===== src/hw/fpu_pkg.sv =====
`default_nettype none

package fpu_pkg;

    // Field widths of the binary32 format
    localparam int FP_WIDTH   = 32;
    localparam int EXP_WIDTH  = 8;
    localparam int MANT_WIDTH = 23;
    localparam int SIG_WIDTH  = 24;   // Hidden bit included
    localparam int EXT_WIDTH  = 27;   // Plus guard, round and sticky
    localparam int EXPX_WIDTH = 10;   // Room for under and overflow
    localparam int FLAG_WIDTH = 4;

    localparam int PIPE_DEPTH = 3;

    typedef logic        [FP_WIDTH-1:0]   fp32_t;
    typedef logic        [EXP_WIDTH-1:0]  exp_t;
    typedef logic        [MANT_WIDTH-1:0] mant_t;
    typedef logic        [SIG_WIDTH-1:0]  sig_t;
    typedef logic        [EXT_WIDTH-1:0]  ext_sig_t;
    typedef logic signed [EXPX_WIDTH-1:0] exp_ext_t;
    typedef logic        [FLAG_WIDTH-1:0] flags_t;

    // Flag bit positions
    localparam int FLAG_INVALID   = 3;
    localparam int FLAG_OVERFLOW  = 2;
    localparam int FLAG_UNDERFLOW = 1;
    localparam int FLAG_INEXACT   = 0;

    localparam exp_ext_t EXP_BIAS     = 10'sd127;
    localparam exp_ext_t EXP_MAX_NORM = 10'sd254;  // Largest finite biased exponent
    localparam exp_t     EXP_ALL_ONES = 8'hFF;
    localparam fp32_t    QNAN         = 32'h7FC0_0000;

    typedef enum logic [1:0] {
        OP_ADD  = 2'd0,
        OP_SUB  = 2'd1,
        OP_MUL  = 2'd2,
        OP_RSVD = 2'd3   // Reserved, gives NaN
    } op_t;

    typedef enum logic [1:0] {
        CLS_ZERO   = 2'd0,
        CLS_NORMAL = 2'd1,
        CLS_INF    = 2'd2,
        CLS_NAN    = 2'd3
    } fp_class_t;

endpackage

`default_nettype wire

===== src/hw/fpu_top.sv =====
`timescale 1ns/1ps
`default_nettype none

module fpu_top (
    input  logic            clk,
    input  logic            rst,
    input  logic            in_valid,
    output logic            in_ready,
    input  fpu_pkg::fp32_t  op_a,
    input  fpu_pkg::fp32_t  op_b,
    input  fpu_pkg::op_t    op,
    output logic            out_valid,
    input  logic            out_ready,
    output fpu_pkg::fp32_t  result,
    output fpu_pkg::flags_t flags
);

    localparam int LAST = fpu_pkg::PIPE_DEPTH - 1;

    logic [fpu_pkg::PIPE_DEPTH-1:0] vld;   // One valid bit per stage
    logic                           advance;

    fpu_pkg::fp32_t     s1_a, s1_b;
    fpu_pkg::op_t       s1_op;

    logic               sign_a, sign_b;
    fpu_pkg::exp_t      exp_a, exp_b;
    fpu_pkg::sig_t      sig_a, sig_b;
    fpu_pkg::fp_class_t cls_a, cls_b;

    logic               special;
    fpu_pkg::fp32_t     special_result;
    fpu_pkg::flags_t    special_flags;

    logic               add_sign, add_zero;
    fpu_pkg::exp_ext_t  add_exp;
    fpu_pkg::ext_sig_t  add_sig;
    logic               mul_sign;
    fpu_pkg::exp_ext_t  mul_exp;
    fpu_pkg::ext_sig_t  mul_sig;

    logic               s2_special;
    fpu_pkg::fp32_t     s2_special_result;
    fpu_pkg::flags_t    s2_special_flags;
    fpu_pkg::op_t       s2_op;
    logic               s2_sign;
    fpu_pkg::exp_ext_t  s2_exp;
    fpu_pkg::ext_sig_t  s2_sig;
    logic               s2_sum_zero;
    logic               s2_cancel;

    fpu_pkg::fp32_t     rp_result;
    fpu_pkg::flags_t    rp_flags;

    // Whole pipe moves unless a finished result is waiting
    assign advance   = !vld[LAST] || out_ready;
    assign in_ready  = advance;
    assign out_valid = vld[LAST];

    always_ff @(posedge clk) begin
        if (rst) begin
            vld <= '0;
        end else if (advance) begin
            vld <= {vld[LAST-1:0], in_valid};
        end
    end

    // Stage 1, raw operands
    always_ff @(posedge clk) begin
        if (advance && in_valid) begin
            s1_a  <= op_a;
            s1_b  <= op_b;
            s1_op <= op;
        end
    end

    fp_unpack u_unpack (
        .op_a   (s1_a),
        .op_b   (s1_b),
        .sign_a (sign_a),
        .sign_b (sign_b),
        .exp_a  (exp_a),
        .exp_b  (exp_b),
        .sig_a  (sig_a),
        .sig_b  (sig_b),
        .cls_a  (cls_a),
        .cls_b  (cls_b)
    );

    fp_special u_special (
        .op             (s1_op),
        .sign_a         (sign_a),
        .sign_b         (sign_b),
        .cls_a          (cls_a),
        .cls_b          (cls_b),
        .op_a           (s1_a),
        .op_b           (s1_b),
        .special        (special),
        .special_result (special_result),
        .special_flags  (special_flags)
    );

    fp_add_core u_add (
        .sub      (s1_op == fpu_pkg::OP_SUB),
        .sign_a   (sign_a),
        .sign_b   (sign_b),
        .exp_a    (exp_a),
        .exp_b    (exp_b),
        .sig_a    (sig_a),
        .sig_b    (sig_b),
        .sum_sign (add_sign),
        .sum_exp  (add_exp),
        .sum_sig  (add_sig),
        .sum_zero (add_zero)
    );

    fp_mul_core u_mul (
        .sign_a    (sign_a),
        .sign_b    (sign_b),
        .exp_a     (exp_a),
        .exp_b     (exp_b),
        .sig_a     (sig_a),
        .sig_b     (sig_b),
        .prod_sign (mul_sign),
        .prod_exp  (mul_exp),
        .prod_sig  (mul_sig)
    );

    // Stage 2, special decision and the unrounded core result
    always_ff @(posedge clk) begin
        if (advance && vld[0]) begin
            s2_special        <= special;
            s2_special_result <= special_result;
            s2_special_flags  <= special_flags;
            s2_op             <= s1_op;
            s2_sum_zero       <= add_zero;
            if (s1_op == fpu_pkg::OP_MUL) begin
                s2_sign <= mul_sign;
                s2_exp  <= mul_exp;
                s2_sig  <= mul_sig;
            end else begin
                s2_sign <= add_sign;
                s2_exp  <= add_exp;
                s2_sig  <= add_sig;
            end
        end
    end

    fp_round_pack u_round (
        .sign   (s2_sign),
        .exp    (s2_exp),
        .sig    (s2_sig),
        .result (rp_result),
        .flags  (rp_flags)
    );

    // Exact cancellation gives +0
    assign s2_cancel = s2_sum_zero &&
                       (s2_op == fpu_pkg::OP_ADD || s2_op == fpu_pkg::OP_SUB);

    // Stage 3, output register
    always_ff @(posedge clk) begin
        if (rst) begin
            result <= '0;
            flags  <= '0;
        end else if (advance && vld[LAST-1]) begin
            if (s2_special) begin
                result <= s2_special_result;
                flags  <= s2_special_flags;
            end else if (s2_cancel) begin
                result <= '0;
                flags  <= '0;
            end else begin
                result <= rp_result;
                flags  <= rp_flags;
            end
        end
    end

endmodule

`default_nettype wire


===== src/hw/fp_round_pack.sv =====
`timescale 1ns/1ps
`default_nettype none

module fp_round_pack (
    input  logic                sign,
    input  fpu_pkg::exp_ext_t   exp,
    input  fpu_pkg::ext_sig_t   sig,
    output fpu_pkg::fp32_t      result,
    output fpu_pkg::flags_t     flags
);

    logic              lsb;
    logic              guard;
    logic              round_bit;
    logic              sticky;
    logic              round_up;
    logic [24:0]       sig_rnd;   // Carry out in bit 24
    fpu_pkg::exp_ext_t exp_rnd;
    fpu_pkg::mant_t    frac;

    assign lsb       = sig[3];
    assign guard     = sig[2];
    assign round_bit = sig[1];
    assign sticky    = sig[0];

    // Nearest-even, ties go to an even LSB
    assign round_up = guard & (round_bit | sticky | lsb);
    assign sig_rnd  = {1'b0, sig[26:3]} + {24'b0, round_up};

    // On carry the fraction bits are all zero anyway
    assign exp_rnd = sig_rnd[24] ? (exp + 10'sd1) : exp;
    assign frac    = sig_rnd[22:0];

    always_comb begin
        flags                        = '0;
        flags[fpu_pkg::FLAG_INEXACT] = |sig[2:0];
        if (exp_rnd > fpu_pkg::EXP_MAX_NORM) begin
            result = {sign, fpu_pkg::EXP_ALL_ONES, {fpu_pkg::MANT_WIDTH{1'b0}}};
            flags[fpu_pkg::FLAG_OVERFLOW] = 1'b1;
            flags[fpu_pkg::FLAG_INEXACT]  = 1'b1;
        end else if (exp_rnd < 10'sd1) begin
            result = {sign, 31'b0};   // Flush to signed zero
            flags[fpu_pkg::FLAG_UNDERFLOW] = 1'b1;
            flags[fpu_pkg::FLAG_INEXACT]   = 1'b1;
        end else begin
            result = {sign, exp_rnd[7:0], frac};
        end
    end

endmodule

`default_nettype wire


===== src/hw/fp_mul_core.sv =====
`timescale 1ns/1ps
`default_nettype none

module fp_mul_core (
    input  logic                sign_a,
    input  logic                sign_b,
    input  fpu_pkg::exp_t       exp_a,
    input  fpu_pkg::exp_t       exp_b,
    input  fpu_pkg::sig_t       sig_a,
    input  fpu_pkg::sig_t       sig_b,
    output logic                prod_sign,
    output fpu_pkg::exp_ext_t   prod_exp,
    output fpu_pkg::ext_sig_t   prod_sig
);

    logic [47:0]       prod;
    fpu_pkg::exp_ext_t exp_sum;

    assign prod      = sig_a * sig_b;   // Product lies in [1, 4)
    assign prod_sign = sign_a ^ sign_b;

    assign exp_sum = $signed({2'b00, exp_a}) + $signed({2'b00, exp_b}) - fpu_pkg::EXP_BIAS;

    always_comb begin
        if (prod[47]) begin
            // Product at least two, move the point by one
            prod_sig = {prod[47:22], |prod[21:0]};
            prod_exp = exp_sum + 10'sd1;
        end else begin
            prod_sig = {prod[46:21], |prod[20:0]};
            prod_exp = exp_sum;
        end
    end

endmodule

`default_nettype wire


===== src/hw/fp_add_core.sv =====
`timescale 1ns/1ps
`default_nettype none

module fp_add_core (
    input  logic                sub,
    input  logic                sign_a,
    input  logic                sign_b,
    input  fpu_pkg::exp_t       exp_a,
    input  fpu_pkg::exp_t       exp_b,
    input  fpu_pkg::sig_t       sig_a,
    input  fpu_pkg::sig_t       sig_b,
    output logic                sum_sign,
    output fpu_pkg::exp_ext_t   sum_exp,
    output fpu_pkg::ext_sig_t   sum_sig,
    output logic                sum_zero
);

    logic              eff_sign_b;
    logic              a_big;
    logic              eff_sub;
    logic              sign_big, sign_small;
    fpu_pkg::exp_t     exp_big, exp_small;
    fpu_pkg::sig_t     sig_big, sig_small;
    fpu_pkg::exp_ext_t exp_big_x;
    logic [7:0]        exp_diff;
    logic [4:0]        shamt;
    logic [49:0]       small_wide;
    fpu_pkg::ext_sig_t big_ext;
    fpu_pkg::ext_sig_t aligned;
    logic [27:0]       raw_sum;   // One extra bit for the carry
    logic [4:0]        lz;

    assign eff_sign_b = sign_b ^ sub;

    // Larger magnitude goes first
    assign a_big      = ({exp_a, sig_a} >= {exp_b, sig_b});
    assign sign_big   = a_big ? sign_a : eff_sign_b;
    assign sign_small = a_big ? eff_sign_b : sign_a;
    assign exp_big    = a_big ? exp_a : exp_b;
    assign exp_small  = a_big ? exp_b : exp_a;
    assign sig_big    = a_big ? sig_a : sig_b;
    assign sig_small  = a_big ? sig_b : sig_a;

    assign exp_diff = exp_big - exp_small;
    // Past 27 places the whole operand already sits in sticky
    assign shamt = (exp_diff > 8'd27) ? 5'd27 : exp_diff[4:0];

    assign small_wide = {sig_small, 26'b0} >> shamt;
    assign aligned    = {small_wide[49:24], |small_wide[23:0]};
    assign big_ext    = {sig_big, 3'b000};

    assign eff_sub = sign_big ^ sign_small;
    assign raw_sum = eff_sub ? ({1'b0, big_ext} - {1'b0, aligned})
                             : ({1'b0, big_ext} + {1'b0, aligned});

    // Leading zero count below the carry bit
    always_comb begin
        lz = 5'd0;
        for (int i = 0; i < 27; i++) begin
            if (raw_sum[i]) begin
                lz = 5'(26 - i);   // Highest set bit wins
            end
        end
    end

    assign exp_big_x = $signed({2'b00, exp_big});

    always_comb begin
        if (raw_sum[27]) begin
            sum_sig = {raw_sum[27:2], raw_sum[1] | raw_sum[0]};
            sum_exp = exp_big_x + 10'sd1;
        end else begin
            sum_sig = raw_sum[26:0] << lz;   // Cancellation
            sum_exp = exp_big_x - $signed({5'b00000, lz});
        end
    end

    assign sum_sign = sign_big;
    assign sum_zero = (raw_sum == '0);

endmodule

`default_nettype wire


===== src/hw/fp_special.sv =====
`timescale 1ns/1ps
`default_nettype none

module fp_special (
    input  fpu_pkg::op_t       op,
    input  logic               sign_a,
    input  logic               sign_b,
    input  fpu_pkg::fp_class_t cls_a,
    input  fpu_pkg::fp_class_t cls_b,
    input  fpu_pkg::fp32_t     op_a,
    input  fpu_pkg::fp32_t     op_b,
    output logic               special,
    output fpu_pkg::fp32_t     special_result,
    output fpu_pkg::flags_t    special_flags
);

    logic eff_sign_b;   // Sign of b as seen by the adder
    logic a_inf, b_inf, a_zero, b_zero;

    function automatic fpu_pkg::fp32_t make_inf(input logic s);
        make_inf = {s, fpu_pkg::EXP_ALL_ONES, {fpu_pkg::MANT_WIDTH{1'b0}}};
    endfunction

    assign eff_sign_b = sign_b ^ (op == fpu_pkg::OP_SUB);
    assign a_inf      = (cls_a == fpu_pkg::CLS_INF);
    assign b_inf      = (cls_b == fpu_pkg::CLS_INF);
    assign a_zero     = (cls_a == fpu_pkg::CLS_ZERO);
    assign b_zero     = (cls_b == fpu_pkg::CLS_ZERO);

    always_comb begin
        special        = 1'b1;
        special_result = fpu_pkg::QNAN;
        special_flags  = '0;
        if (op == fpu_pkg::OP_RSVD || cls_a == fpu_pkg::CLS_NAN ||
            cls_b == fpu_pkg::CLS_NAN) begin
            special_flags[fpu_pkg::FLAG_INVALID] = 1'b1;
        end else if (op != fpu_pkg::OP_MUL) begin
            if (a_inf && b_inf) begin
                if (sign_a != eff_sign_b) begin
                    special_flags[fpu_pkg::FLAG_INVALID] = 1'b1;  // Inf - Inf
                end else begin
                    special_result = make_inf(sign_a);
                end
            end else if (a_inf) begin
                special_result = make_inf(sign_a);
            end else if (b_inf) begin
                special_result = make_inf(eff_sign_b);
            end else if (a_zero && b_zero) begin
                // Only -0 + -0 stays negative under nearest-even
                special_result = {sign_a & eff_sign_b, 31'b0};
            end else if (a_zero) begin
                special_result = {eff_sign_b, op_b[30:0]};
            end else if (b_zero) begin
                special_result = op_a;
            end else begin
                special = 1'b0;
            end
        end else begin
            if ((a_inf && b_zero) || (b_inf && a_zero)) begin
                special_flags[fpu_pkg::FLAG_INVALID] = 1'b1;
            end else if (a_inf || b_inf) begin
                special_result = make_inf(sign_a ^ sign_b);
            end else if (a_zero || b_zero) begin
                special_result = {sign_a ^ sign_b, 31'b0};
            end else begin
                special = 1'b0;
            end
        end
    end

endmodule

`default_nettype wire


===== src/hw/fp_unpack.sv =====
`timescale 1ns/1ps
`default_nettype none

module fp_unpack (
    input  fpu_pkg::fp32_t     op_a,
    input  fpu_pkg::fp32_t     op_b,
    output logic               sign_a,
    output logic               sign_b,
    output fpu_pkg::exp_t      exp_a,
    output fpu_pkg::exp_t      exp_b,
    output fpu_pkg::sig_t      sig_a,
    output fpu_pkg::sig_t      sig_b,
    output fpu_pkg::fp_class_t cls_a,
    output fpu_pkg::fp_class_t cls_b
);

    fpu_pkg::mant_t frac_a;
    fpu_pkg::mant_t frac_b;

    function automatic fpu_pkg::fp_class_t classify(input fpu_pkg::exp_t e,
                                                    input fpu_pkg::mant_t f);
        if (e == '0) begin
            classify = fpu_pkg::CLS_ZERO;   // Subnormals flushed here
        end else if (e == fpu_pkg::EXP_ALL_ONES) begin
            classify = (f == '0) ? fpu_pkg::CLS_INF : fpu_pkg::CLS_NAN;
        end else begin
            classify = fpu_pkg::CLS_NORMAL;
        end
    endfunction

    assign sign_a = op_a[31];
    assign exp_a  = op_a[30:23];
    assign frac_a = op_a[22:0];

    assign sign_b = op_b[31];
    assign exp_b  = op_b[30:23];
    assign frac_b = op_b[22:0];

    // Hidden bit only for a nonzero exponent
    assign sig_a = (exp_a == '0) ? '0 : {1'b1, frac_a};
    assign sig_b = (exp_b == '0) ? '0 : {1'b1, frac_b};

    assign cls_a = classify(exp_a, frac_a);
    assign cls_b = classify(exp_b, frac_b);

endmodule

`default_nettype wire


===== config.mk =====
export PLATFORM = sky130hd
export DESIGN_NAME = fpu_top
export DESIGN_NICKNAME = d
export VERILOG_FILES = /design/src/hw/fpu_pkg.sv /design/src/hw/fpu_top.sv /design/src/hw/fp_round_pack.sv /design/src/hw/fp_mul_core.sv /design/src/hw/fp_add_core.sv /design/src/hw/fp_special.sv /design/src/hw/fp_unpack.sv
export SDC_FILE = /design/constraint.sdc
export NUM_CORES = 2
export LEC_CHECK = 0
export ABC_CLOCK_PERIOD_IN_PS = 42500
export BUFFER_PORTS_ARGS = -buffer_cell sky130_fd_sc_hd__buf_2
export CORE_UTILIZATION = 40
export DETAILED_ROUTE_END_ITERATION = 8
export SETUP_SLACK_MARGIN = 0.5
export SLEW_MARGIN = 20
export SYNTH_ARGS = -nofsm -noshare
export SYNTH_HDL_FRONTEND = slang
export SYNTH_SLANG_ARGS = --single-unit

===== constraint.sdc =====
create_clock -name clk -period 42.5 [get_ports clk]
set_clock_uncertainty 0.1 [all_clocks]
set_input_delay 6.375 -clock clk [delete_from_list [all_inputs] [get_ports clk]]
set_output_delay 6.375 -clock clk [all_outputs]
set_load 0.005 [all_outputs]

==> summary.txt <==
Clock Sinks -> 179
Compound-Gate Fraction of Synth Area -> 13.7%
worst min path class -> reg -> reg
Final TNS setup -> 0 ns
CP Launch Type -> flip-flop
crit-path most repeated cell -> a21oi_1
final WL -> 135000 um
TritonCTS Buffers -> 17
Synth Net Count -> 5190
largest net degree at the start of global routing -> 96
share of the synthesized area in the top cell type -> 26.8%
met1 usage -> 41.0%
Initial Util -> 40.3%
Final period util -> 38.0%
met2 track demand over resource -> 46.5%
worst slew pin tran -> 1.22 ns
Distinct cells, synth -> 105
post-synth top area cell -> fa_1
CTS clk-pin slew, worst paths -> 0.08 ns
number of core rows -> 110
H-tree depth -> 4
Post-CTS Setup Repair Bufs -> 0
Post-Synthesis Cells -> 4335
Synth Flop Type -> edfxtp_1
initial antenna violation count -> 1
routability cong. -> 0.995
Worst EP arrival -> 16.24 ns
Synth async-reset ratio -> 0%
fin nets -> 5161
CP Max Fanout -> 95
CP Class -> reg -> reg
io pins -> 108
gr usage total -> 29.6%
Tmin final -> 16.15 ns
HPWL after detailed placement -> 104000 um
die area -> 91800 sq um
FF+latch count, synth -> 179
diodes inserted -> 0
largest stage delay on the critical path -> 0.80 ns
Ys Warns -> 0
CP Buf/Inv Count -> 7
RSZ-0062 raised after global routing -> no
input/output buffers -> 107
drt wl/cell -> 24.5 um
met3 Use GR -> 4.18%
most frequent cells in the layout -> 666 x inv_1, 625 x nand2_1, 485 x fa_1, 300 x ha_1, 273 x nor2_1
Mapped Avg Cell Area -> 8.36 sq um
layout cells sized above 1 -> 7.34%
clock root cell -> clkbuf_16
area of the mapped netlist -> 36200 sq um
CTS tree -> done
global routing's busiest layer -> met2
core area -> 89900 sq um
ANT nets after route -> 0
Post-synth EDFFs -> 140
DRC -> 0
Slew Viols, Final -> 0
Largest delay share family, worst path -> compound AO/OA/AOI/OAI gates
vias per inst -> 5.87
xor and xnor area share after synthesis -> 3.15%
overall die width -> 303 um
Adder-Cell Fraction of Synth Area -> 37.2%
vias in the first global route -> 31.7k
Clock Latency Late Sink -> 0.47 ns
deepest clock path buffer count -> 2
TritonRoute pass-1 iters -> 7
Synth Area in Simple Gates -> 19.4%
Synth area leaders -> fa_1 27%, edfxtp_1 12%, ha_1 10%, inv_1 6.9%, nand2_1 6.5%
gr ovfl total -> 0
CTS Hold Buffers Added -> 0
Via Count -> 32.3k
outcome -> finished, final reports clean
Post-CTS Resized -> 0
DR iter-0 viols -> 3497
Worst Path Required -> 42.59 ns
normalized max-slew margin -> 18.1%
main combinational cell family by area after synthesis -> adder cells
Layout area overhead -> 6.71%
Achievable Freq -> 0.0619 GHz
die boundary height -> 303 um
Fin. Hold Viols -> 0
MaxCap Viol Count -> 0
sequential area share after synthesis -> 13.8%
final count of negative-setup-slack endpoints -> 0
leading cell type in the layout, fill and taps excluded -> inv_1
mux cell area share after synthesis -> 3.11%
first-pass GRT wire length -> 203000 um
Critical Path End Type -> flip-flop
slowest stage cell, crit path -> nor3_2
through the flow:
stage	cells	util [%]	area (sq um)	hold WS, ns	setup slack, ns
floorplan	4335	-	36200	0.348	27.86
global placement	5463	42.3	38000	0.346	26.91
detailed placement	5463	42.3	38000	0.349	26.71
CTS	5495	43.0	38600	0.360	26.67
global route	5495	43.0	38700	0.384	25.38
finish	5495	43.0	38700	0.359	26.35
routing by layer:
layer / wire [um] / part of all wire, %
met4: 6040 / 4.5
met3: 11700 / 8.7
met2: 60100 / 45
met5: 16 / 0.012
met1: 56800 / 42
area by class of cell:
type / instances / area [sq um]
fill: 9007 / 51200
multi-input combinational: 3232 / 27800
sequential: 179 / 4980
inverter: 674 / 2530
tap: 1176 / 1470
timing repair buffer: 202 / 1250
clock buffer: 18 / 439
clock inverter: 14 / 178
cell usage after synthesis (30+ instances only):
| cell | count |
|---|---|
| inv_1 | 667 |
| nand2_1 | 626 |
| fa_1 | 485 |
| ha_1 | 300 |
| nor2_1 | 274 |
| clkbuf_1 | 217 |
| a21oi_1 | 163 |
| edfxtp_1 | 140 |
| and2_1 | 139 |
| and3_1 | 120 |
| o21ai_0 | 116 |
| mux2i_1 | 87 |
| nand3_1 | 86 |
| xnor2_1 | 79 |
| nor3_1 | 72 |
| a221oi_1 | 45 |
| xor2_1 | 44 |
| dfxtp_1 | 39 |
| a21o_1 | 33 |
| nor4_1 | 33 |
| o211ai_1 | 33 |
| a31oi_1 | 32 |
| nand2b_1 | 32 |
| nand4_1 | 32 |
| o21bai_1 | 30 |
path summary, 6_finish.rpt:
check | from | endpoint | slack [ns] | cells past startpoint
setup / recovery | s1_a[28] | s2_exp[6] | 26.35 | 62
setup reg to reg | s1_a[28] | s2_exp[6] | 26.35 | 62
hold / removal | flags[1] | flags[1] | 0.36 | 2
hold reg to reg | flags[1] | flags[1] | 0.36 | 2
flip-flops by register name, indices dropped and copies added, names as in the netlist:
name and count:
result 32, s2_sum_zero 1, s2_exp 10, s2_sign 1, s2_special_flags 1, s2_sig 27, s2_op 1, s1_a 32
flags 4, s1_b 32, vld 3, s2_special 1, s2_special_result 32, s1_op 2
tightest hold or removal path, delay by kind of cell (launching register included):
kind             cells  cell delay (ns)
AND/OR/NAND/NOR      1             0.05
flip-flops           1             0.31
AO/OA/AOI/OAI        1             0.05
cell families (layout without fill, tap and decap cells):
kind of cell             count (synthesis)  after routing
AND/OR/NAND/NOR                       1496           1496
buffers and inverters                  924            908
adder cells (fa/ha/maj)                785            785
AO/OA/AOI/OAI                          715            715
flip-flops                             179            179
XOR/XNOR                               127            127
multiplexers                           109            109
Power is not shown: default switching activity piles up to over one toggle a cycle in this logic, so the estimate is an artifact.
